[src/rtl/dproc_pkg.sv]
// Encodings and stage payloads for the integer execute path
// Branch targets are not computed here, the offset only travels with the taken flag
`default_nettype none

package dproc_pkg;

  // Data path width
  localparam int xlen = 32;

  // ALU function select
  typedef enum logic [2:0] {
    ALU_ADD   = 3'd0,
    ALU_XOR   = 3'd1,
    ALU_OR    = 3'd2,
    ALU_AND   = 3'd3,
    ALU_SLT   = 3'd4,
    ALU_SLTU  = 3'd5,
    ALU_SHIFT = 3'd6
  } alu_op_e;

  // Branch comparison select
  typedef enum logic [2:0] {
    BR_EQ  = 3'd0,
    BR_NE  = 3'd1,
    BR_LT  = 3'd2,
    BR_GE  = 3'd3,
    BR_LTU = 3'd4,
    BR_GEU = 3'd5
  } branch_cond_e;

  // Decoded instruction as it arrives at issue
  typedef struct packed {
    alu_op_e           alu_op;
    logic              sub;
    logic              shift_right;
    logic              shift_arith;
    logic [4:0]        rs1;
    logic [4:0]        rs2;
    logic              use_imm;
    logic [xlen-1:0]   imm;
    logic [4:0]        rd;
    logic              write;
    logic              branch;
    branch_cond_e      branch_cond;
    logic [19:0]       branch_offset;
  } issue_req_t;

  // Instruction with operands resolved from the register file
  typedef struct packed {
    logic [xlen-1:0]   operand1;
    logic [xlen-1:0]   operand2;
    alu_op_e           alu_op;
    logic              sub;
    logic              shift_right;
    logic              shift_arith;
    logic              branch;
    branch_cond_e      branch_cond;
    logic [19:0]       branch_offset;
    logic [4:0]        rd;
    logic              write;
  } exec_req_t;

  // Retired result
  typedef struct packed {
    logic              write;
    logic [4:0]        rd;
    logic [xlen-1:0]   result;
    logic              branch_taken;
    logic [19:0]       branch_offset;
  } exec_rsp_t;

endpackage

`default_nettype wire

[src/rtl/regfile.sv]
// 32 x 32-bit register file, two asynchronous reads and one write
// Register 0 always reads zero, writes to it are dropped
`timescale 1ns/1ps
`default_nettype none

module regfile (
  input  wire logic                      clk_i,
  input  wire logic                      arst_n_i,
  // Read ports
  input  wire logic [4:0]                rs1_addr_i,
  input  wire logic [4:0]                rs2_addr_i,
  output logic [dproc_pkg::xlen-1:0]     rs1_data_o,
  output logic [dproc_pkg::xlen-1:0]     rs2_data_o,
  // Write port
  input  wire logic                      we_i,
  input  wire logic [4:0]                waddr_i,
  input  wire logic [dproc_pkg::xlen-1:0] wdata_i
);

  // Only registers 1 to 31 are storage
  logic [dproc_pkg::xlen-1:0] regs_q [31:1];

  always_ff @(posedge clk_i or negedge arst_n_i) begin
    if (!arst_n_i) begin
      for (int i = 1; i < 32; i++) begin
        regs_q[i] <= '0;
      end
    end else if (we_i && (waddr_i != 5'd0)) begin
      regs_q[waddr_i] <= wdata_i;
    end
  end

  // Address 0 bypasses the array
  assign rs1_data_o = (rs1_addr_i == 5'd0) ? '0 : regs_q[rs1_addr_i];
  assign rs2_data_o = (rs2_addr_i == 5'd0) ? '0 : regs_q[rs2_addr_i];

endmodule

`default_nettype wire

[src/rtl/issue_stage.sv]
// Issue with a pending-write scoreboard and no forwarding
// A dependent instruction stalls until its producer retires
`timescale 1ns/1ps
`default_nettype none

module issue_stage (
  input  wire logic                       clk_i,
  input  wire logic                       arst_n_i,
  // Decoded instruction in
  input  wire logic                       in_valid_i,
  output logic                            in_ready_o,
  input  wire dproc_pkg::issue_req_t      in_i,
  // Register file read
  output logic [4:0]                      rs1_addr_o,
  output logic [4:0]                      rs2_addr_o,
  input  wire logic [dproc_pkg::xlen-1:0] rs1_data_i,
  input  wire logic [dproc_pkg::xlen-1:0] rs2_data_i,
  // Request to execute
  output logic                            out_valid_o,
  input  wire logic                       out_ready_i,
  output dproc_pkg::exec_req_t            out_o,
  // Retire event from the end of execute
  input  wire logic                       retire_i,
  input  wire logic [4:0]                 retire_rd_i,
  input  wire logic                       retire_write_i
);

  logic [31:0] pending_q;
  logic [31:0] pending_d;
  logic        hazard;
  logic        fire;

  assign rs1_addr_o = in_i.rs1;
  assign rs2_addr_o = in_i.rs2;

  // Both sources checked even with an immediate, kept conservative
  // A pending rd keeps two writes to one register from overlapping
  assign hazard = pending_q[in_i.rs1] | pending_q[in_i.rs2] |
                  (in_i.write & pending_q[in_i.rd]);

  assign out_valid_o = in_valid_i & ~hazard;
  assign in_ready_o  = out_ready_i & ~hazard;
  assign fire        = in_valid_i & in_ready_o;

  // Operand resolution
  always_comb begin
    out_o.operand1      = rs1_data_i;
    out_o.operand2      = in_i.use_imm ? in_i.imm : rs2_data_i;
    out_o.alu_op        = in_i.alu_op;
    out_o.sub           = in_i.sub;
    out_o.shift_right   = in_i.shift_right;
    out_o.shift_arith   = in_i.shift_arith;
    out_o.branch        = in_i.branch;
    out_o.branch_cond   = in_i.branch_cond;
    out_o.branch_offset = in_i.branch_offset;
    out_o.rd            = in_i.rd;
    out_o.write         = in_i.write;
  end

  // Clear on retire, set on forward of a writer
  always_comb begin
    pending_d = pending_q;
    if (retire_i && retire_write_i) begin
      pending_d[retire_rd_i] = 1'b0;
    end
    // x0 never becomes pending
    if (fire && in_i.write && (in_i.rd != 5'd0)) begin
      pending_d[in_i.rd] = 1'b1;
    end
  end

  always_ff @(posedge clk_i or negedge arst_n_i) begin
    if (!arst_n_i) begin
      pending_q <= '0;
    end else begin
      pending_q <= pending_d;
    end
  end

endmodule

`default_nettype wire

[src/rtl/pipe_reg.sv]
// One-entry valid/ready register, payload type set by the parent
// Full throughput when downstream stays ready, one cycle of latency
`timescale 1ns/1ps
`default_nettype none

module pipe_reg #(
  parameter type payload_t = logic [31:0]
) (
  input  wire logic     clk_i,
  input  wire logic     arst_n_i,
  // Upstream side
  input  wire logic     in_valid_i,
  output logic          in_ready_o,
  input  wire payload_t in_i,
  // Downstream side
  output logic          out_valid_o,
  input  wire logic     out_ready_i,
  output payload_t      out_o
);

  logic     valid_q;
  payload_t data_q;

  // Accept when empty or draining this cycle
  assign in_ready_o = ~valid_q | out_ready_i;

  always_ff @(posedge clk_i or negedge arst_n_i) begin
    if (!arst_n_i) begin
      valid_q <= 1'b0;
    end else if (in_ready_o) begin
      valid_q <= in_valid_i;
    end
  end

  always_ff @(posedge clk_i) begin
    if (in_valid_i && in_ready_o) begin
      data_q <= in_i;
    end
  end

  assign out_valid_o = valid_q;
  assign out_o       = data_q;

endmodule

`default_nettype wire

[src/rtl/alu.sv]
// Combinational ALU and branch compare
// Shift amount is operand2[4:0], right shifts reuse the left shifter
`timescale 1ns/1ps
`default_nettype none

module alu (
  input  wire dproc_pkg::exec_req_t req_i,
  output dproc_pkg::exec_rsp_t      rsp_o
);

  logic [dproc_pkg::xlen-1:0] op1;
  logic [dproc_pkg::xlen-1:0] op2;
  logic [dproc_pkg::xlen-1:0] sum;
  logic                       lt;
  logic                       ltu;
  logic                       eq;
  logic                       fill;
  logic [dproc_pkg::xlen-1:0] shift_in;
  logic [dproc_pkg::xlen-1:0] sh0, sh1, sh2, sh3, sh4;
  logic [dproc_pkg::xlen-1:0] shift_out;
  logic [dproc_pkg::xlen-1:0] result;
  logic                       cond;

  assign op1 = req_i.operand1;
  assign op2 = req_i.operand2;

  // Two's complement subtract through the same adder
  assign sum = op1 + (req_i.sub ? (~op2 + 1'b1) : op2);

  assign eq  = (op1 == op2);
  assign lt  = ($signed(op1) < $signed(op2));
  assign ltu = (op1 < op2);

  // Sign fill only for arithmetic right shift
  assign fill     = req_i.shift_right & req_i.shift_arith & op1[31];
  assign shift_in = req_i.shift_right ? {<<{op1}} : op1;

  // Barrel stages, left shift with fill
  assign sh0 = op2[0] ? {shift_in[30:0], {1{fill}}} : shift_in;
  assign sh1 = op2[1] ? {sh0[29:0], {2{fill}}}      : sh0;
  assign sh2 = op2[2] ? {sh1[27:0], {4{fill}}}      : sh1;
  assign sh3 = op2[3] ? {sh2[23:0], {8{fill}}}      : sh2;
  assign sh4 = op2[4] ? {sh3[15:0], {16{fill}}}     : sh3;

  assign shift_out = req_i.shift_right ? {<<{sh4}} : sh4;

  always_comb begin
    case (req_i.alu_op)
      dproc_pkg::ALU_ADD:   result = sum;
      dproc_pkg::ALU_XOR:   result = op1 ^ op2;
      dproc_pkg::ALU_OR:    result = op1 | op2;
      dproc_pkg::ALU_AND:   result = op1 & op2;
      dproc_pkg::ALU_SLT:   result = {31'd0, lt};
      dproc_pkg::ALU_SLTU:  result = {31'd0, ltu};
      dproc_pkg::ALU_SHIFT: result = shift_out;
      default:              result = '0;
    endcase
  end

  always_comb begin
    case (req_i.branch_cond)
      dproc_pkg::BR_EQ:  cond = eq;
      dproc_pkg::BR_NE:  cond = ~eq;
      dproc_pkg::BR_LT:  cond = lt;
      dproc_pkg::BR_GE:  cond = ~lt;
      dproc_pkg::BR_LTU: cond = ltu;
      dproc_pkg::BR_GEU: cond = ~ltu;
      default:           cond = 1'b0;
    endcase
  end

  assign rsp_o.write         = req_i.write;
  assign rsp_o.rd            = req_i.rd;
  assign rsp_o.result        = result;
  assign rsp_o.branch_taken  = req_i.branch & cond;
  assign rsp_o.branch_offset = req_i.branch_offset;

endmodule

`default_nettype wire

[src/rtl/exec_stage.sv]
// Execute stage, operand register then ALU then result register
// Two cycles of latency, at most two instructions in flight
`timescale 1ns/1ps
`default_nettype none

module exec_stage (
  input  wire logic                 clk_i,
  input  wire logic                 arst_n_i,
  // Request from issue
  input  wire logic                 in_valid_i,
  output logic                      in_ready_o,
  input  wire dproc_pkg::exec_req_t in_i,
  // Result towards retire
  output logic                      out_valid_o,
  input  wire logic                 out_ready_i,
  output dproc_pkg::exec_rsp_t      out_o
);

  // Registered operands
  logic                 req_valid;
  logic                 req_ready;
  dproc_pkg::exec_req_t req_q;

  // ALU output before the result register
  dproc_pkg::exec_rsp_t alu_rsp;

  pipe_reg #(
    .payload_t (dproc_pkg::exec_req_t)
  ) u_in_reg (
    .clk_i       (clk_i),
    .arst_n_i    (arst_n_i),
    .in_valid_i  (in_valid_i),
    .in_ready_o  (in_ready_o),
    .in_i        (in_i),
    .out_valid_o (req_valid),
    .out_ready_i (req_ready),
    .out_o       (req_q)
  );

  alu u_alu (
    .req_i (req_q),
    .rsp_o (alu_rsp)
  );

  // Handshake passes straight through the combinational ALU
  pipe_reg #(
    .payload_t (dproc_pkg::exec_rsp_t)
  ) u_out_reg (
    .clk_i       (clk_i),
    .arst_n_i    (arst_n_i),
    .in_valid_i  (req_valid),
    .in_ready_o  (req_ready),
    .in_i        (alu_rsp),
    .out_valid_o (out_valid_o),
    .out_ready_i (out_ready_i),
    .out_o       (out_o)
  );

endmodule

`default_nettype wire

[src/rtl/exec_core.sv]
// Integer execute subsystem top, issue plus register file plus execute
// No forwarding, results are written back on the retire handshake
`timescale 1ns/1ps
`default_nettype none

module exec_core (
  input  wire logic                  clk_i,
  input  wire logic                  arst_n_i,
  // Decoded instruction port
  input  wire logic                  issue_valid_i,
  output logic                       issue_ready_o,
  input  wire dproc_pkg::issue_req_t issue_i,
  // Retire port
  output logic                       res_valid_o,
  input  wire logic                  res_ready_i,
  output dproc_pkg::exec_rsp_t       res_o
);

  logic [4:0]                 rs1_addr;
  logic [4:0]                 rs2_addr;
  logic [dproc_pkg::xlen-1:0] rs1_data;
  logic [dproc_pkg::xlen-1:0] rs2_data;
  logic                       ex_valid;
  logic                       ex_ready;
  dproc_pkg::exec_req_t       ex_req;
  logic                       retire;

  assign retire = res_valid_o & res_ready_i;

  issue_stage u_issue (
    .clk_i          (clk_i),
    .arst_n_i       (arst_n_i),
    .in_valid_i     (issue_valid_i),
    .in_ready_o     (issue_ready_o),
    .in_i           (issue_i),
    .rs1_addr_o     (rs1_addr),
    .rs2_addr_o     (rs2_addr),
    .rs1_data_i     (rs1_data),
    .rs2_data_i     (rs2_data),
    .out_valid_o    (ex_valid),
    .out_ready_i    (ex_ready),
    .out_o          (ex_req),
    .retire_i       (retire),
    .retire_rd_i    (res_o.rd),
    .retire_write_i (res_o.write)
  );

  regfile u_regfile (
    .clk_i      (clk_i),
    .arst_n_i   (arst_n_i),
    .rs1_addr_i (rs1_addr),
    .rs2_addr_i (rs2_addr),
    .rs1_data_o (rs1_data),
    .rs2_data_o (rs2_data),
    .we_i       (retire & res_o.write),
    .waddr_i    (res_o.rd),
    .wdata_i    (res_o.result)
  );

  exec_stage u_exec (
    .clk_i       (clk_i),
    .arst_n_i    (arst_n_i),
    .in_valid_i  (ex_valid),
    .in_ready_o  (ex_ready),
    .in_i        (ex_req),
    .out_valid_o (res_valid_o),
    .out_ready_i (res_ready_i),
    .out_o       (res_o)
  );

endmodule

`default_nettype wire

[config.mk]
export PLATFORM = sky130hd
export DESIGN_NAME = exec_core
export DESIGN_NICKNAME = d
export VERILOG_FILES = /design/src/rtl/dproc_pkg.sv /design/src/rtl/regfile.sv /design/src/rtl/issue_stage.sv /design/src/rtl/pipe_reg.sv /design/src/rtl/alu.sv /design/src/rtl/exec_stage.sv /design/src/rtl/exec_core.sv
export SDC_FILE = /design/constraint.sdc
export NUM_CORES = 2
export LEC_CHECK = 0
export BUFFER_PORTS_ARGS = -buffer_cell sky130_fd_sc_hd__clkbuf_2
export CAP_MARGIN = 15
export CORE_ASPECT_RATIO = 1.4
export CORE_MARGIN = 2
export CORE_UTILIZATION = 30
export CTS_CLUSTER_SIZE = 14
export DETAILED_ROUTE_END_ITERATION = 7
export SYNTH_ARGS = -nofsm -noshare
export SYNTH_HDL_FRONTEND = slang
export SYNTH_SLANG_ARGS = --single-unit
export TNS_END_PERCENT = 5
[constraint.sdc]
create_clock -name clk_i -period 5.1 [get_ports clk_i]
set_input_delay 0.255 -clock clk_i [delete_from_list [all_inputs] [get_ports clk_i]]
set_output_delay 0.255 -clock clk_i [all_outputs]
set_load 0.005 [all_outputs]
==> flow_summary.yaml <==
status:
  status: "completed"
critical_path:
  crit_top_cell: "ha_1"
  crit_type: "flop to flop"
  timing.rr.end: "u_exec.u_out_reg.out_o[48]$_SDFFCE_PN0P_"
  critPathMaxStageDelay_ns: 0.55
  startpoint_type: "flop"
  timing.rr.start: "u_exec.u_in_reg.out_o[37]$_DFFE_PP_"
  r2r_cells: 15
  r2r_setup_slack_ns: 0.25
  worst_ep_arrival_time_ns: 5.34
  slowest_stage: "or3_1"
  end_kind: "flop"
  critPathMaxFanout: 5
  cp.required_ns: 5.58
  path_cells: "clkinv_1 -> ha_1 -> nand2_1 -> nand4b_1 -> or3_1 -> o21ai_0 -> xnor2_1 -> ha_1 -> a21oi_1 -> o211ai_1 -> a221o_1 -> and2_1 -> or3b_2 -> xor2_1 -> a211o_1"
final_layout:
  multi_input_area_mm2: 0.0352
  drive_gt1_frac: 0.480
  final_nets: 4901
  fillers: 21550
  final_util: 0.341
  area_growth_pct: 13.3
  design_area_mm2: 0.0765
  seqCellArea_mm2: 0.0304
sta:
  period_needed_ns: 4.85
  slew_viol_final: 0
  rsz0062_at_grt: "no"
  tightest_slew_ns: 1.22
  relSlewSlack: 0.185
  finalCritPeriodShare: 0.952
  hold_violations: 0
  setup_viol: 0
  finalClockSkew_ns: 0.0514
  max_freq_ghz: 0.206
  setup-tns-final_ns: 0
place:
  dp_hpwl_um: 141000
  portBuffers: 143
  place_area_mm2: 0.0719
  gp_congestion: 1.00
drt:
  avgRoutedWirePerCell_um: 29.2
  vias_per_cell: 5.68
  dr.first_iter.drc_count: 3579
  drc: 0
  dr.pass1.iters: 5
  final_antenna_net_count: 0
  vias: 43680
  wl_um: 224000
global_route:
  antenna_found_initial: 8
  grt_usage: 0.194
  grt_pass1_wl_um: 326000
  grt_max_degree: 156
  overflow: 0
  grt_pass1_vias: 45586
clock_tree:
  htreeDepth: 3
  cts.clk_slew.worst_paths_ns: 0.07
  ctsLongestPathBuffers: 3
  worstSkewPairLatency_ns: 0.77
  cts_tree: "done"
  cts_buffers: 111
  clockRootBuffer: "clkbuf_16"
  cts_sinks: 1185
yosys:
  syn-instance-count: 4638
  synth_edf_count: 159
  netlist_area_mm2: 0.0675
  synth_area_per_cell_um2: 14.6
  synth_common_cells: "mux2_2, dfrtp_1, mux4_2"
  async_flop_share: 0.866
  synth.most_common_cell: "mux2_2"
  ys.flop_type: "dfrtp_1"
  synth_cell_types: 65
  synth_top_area_share: 0.380
  netlist_top_cells_area: "dfrtp_1, mux4_2, mux2_2"
  syn_nets: 4860
  synth_area_leader_cell: "dfrtp_1"
  ys_seq_elements: 1185
  seq_area_frac_synth: 0.451
  ys.warnings.count: 0
hold_path:
  hp-class: "input pin to flop"
  min_to: "u_exec.u_in_reg.out_o[1]$_DFFE_PP_"
  hold_depth: 1
  min_from: "issue_i[25]"
floorplanning:
  num_rows: 206
  core-area_mm2: 0.224
  initial_core_util: 0.301
  fp.dieH_um: 565
  num_io_pins: 144
  fp.dieW_um: 405
  dieArea_mm2: 0.229
power:
  ir_drop_mv: 0.337
  p_per_area_mw_per_mm2: 344
  p_leak_nw: 33.6
run:
  max_cap_violations: 0
==> worst max-delay path, delay by kind of cell (launching register included) <==
kind,cells,cell delay (ns)
compound gates,5,1.47
xor+xnor,2,0.35
fa+ha+maj,2,0.47
buf+inv,1,0.10
flops,1,0.46
simple gates,5,1.77
==> power breakdown <==
| group | total, mW | leakage [nW] | switching (mW) | internal (mW) |
|---|---|---|---|---|
| Clock | 8.62 | 1.85 | 3.96 | 4.66 |
| Combinational | 5.88 | 16.2 | 2.98 | 2.90 |
| Sequential | 11.9 | 15.6 | 1.07 | 10.8 |
| Total | 26.3 | 33.6 | 8.00 | 18.3 |
==> final cells by class <==
cell class              instances  share of cell area
diodes                          5            0.000164
well taps                    2912              0.0476
flip-flops and latches       1185               0.398
repair buffers                358              0.0401
inverters                     111             0.00551
multi-input cells            2912               0.460
clock inverters                41             0.00479
clock buffers                 168              0.0437
==> per-layer routing <==
metal	share of wire	track usage	vias to the layer above
met4	0.052	0.0926	6
met2	0.51	0.338	1589
met3	0.058	0.0308	489
met1	0.39	0.233	23626
li1	-	-	17970
met5	0.00021	0	-
==> layout by cell type (no fill, tap or decap), types with 15 or more instances in the layout <==
cell type / Yosys / final
a22o_1: 66 / 66
buf_12: 0 / 33
edfxtp_1: 159 / 159
ha_1: 138 / 138
o31ai_1: 15 / 15
nor2_1: 95 / 85
clkbuf_8: 0 / 31
mux2_2: 1125 / 1125
dlygate4sd3_1: 0 / 70
nor3_1: 21 / 19
a21oi_1: 89 / 89
clkinv_2: 0 / 25
clkbuf_1: 316 / 24
dfrtp_1: 1026 / 1026
nand2_1: 198 / 182
o21ai_0: 144 / 143
buf_4: 3 / 109
xnor2_1: 41 / 41
clkbuf_2: 0 / 132
nand3_1: 21 / 21
clkbuf_16: 0 / 113
mux2i_1: 73 / 73
inv_1: 108 / 107
mux4_2: 646 / 646
==> cells by family after synthesis <==
logic type / share of synthesized area
AND/OR/NAND/NOR: 0.0296
buffers and inverters: 0.0307
adder cells (fa/ha/maj): 0.0259
multiplexers: 0.414
AO/OA/AOI/OAI: 0.0417
XOR/XNOR: 0.00701
flip-flops: 0.451
==> stage by stage <==
stage               setup slack [ns]  power, mW  std cells  hold slack, ns
finish                         0.247       26.3       7692          0.0531
global placement               0.311       17.6       7399           0.337
global route                  0.0617       27.4       7688          0.0629
CTS                            0.227       26.4       7680         0.00866
detailed placement             0.279       17.8       7401           0.341
floorplan                     0.0981       15.6       4638         -0.0406
==> state kept, by name (all words and copies together) (netlist names) <==
signal / count
u_exec.u_in_reg.out_valid_o: 1
u_regfile.regs_q: 992
u_exec.u_out_reg.out_o: 59
u_issue.pending_q: 32
u_exec.u_out_reg.out_valid_o: 1
u_exec.u_in_reg.out_o: 100
==> what timing repair did <==
item	4_1_cts	5_1_grt
setup endpoints to repair	0	1
gates resized for setup	0	1
setup buffers	0	0
hold buffers	70	0
hold endpoints to repair	137	0
==> worst max-delay path by stage <==
stage / startpoint / cells after the start / to / slack, ns
2_1_floorplan: u_exec.u_in_reg.out_o[36]$_DFFE_PP_ / 18 / u_exec.u_out_reg.out_o[48]$_SDFFCE_PN0P_ / 0.1
3_3_place_gp: u_exec.u_in_reg.out_o[37]$_DFFE_PP_ / 16 / u_exec.u_out_reg.out_o[52]$_SDFFCE_PN0P_ / 0.31
3_5_place_dp: u_exec.u_in_reg.out_o[36]$_DFFE_PP_ / 14 / u_exec.u_out_reg.out_o[51]$_SDFFCE_PN0P_ / 0.28
4_1_cts: u_exec.u_in_reg.out_o[36]$_DFFE_PP_ / 14 / u_exec.u_out_reg.out_o[51]$_SDFFCE_PN0P_ / 0.23
5_1_grt: u_exec.u_in_reg.out_o[37]$_DFFE_PP_ / 15 / u_exec.u_out_reg.out_o[48]$_SDFFCE_PN0P_ / 0.06
6_report: u_exec.u_in_reg.out_o[37]$_DFFE_PP_ / 15 / u_exec.u_out_reg.out_o[48]$_SDFFCE_PN0P_ / 0.25
No activity file was read; power rests on OpenSTA's default activity.
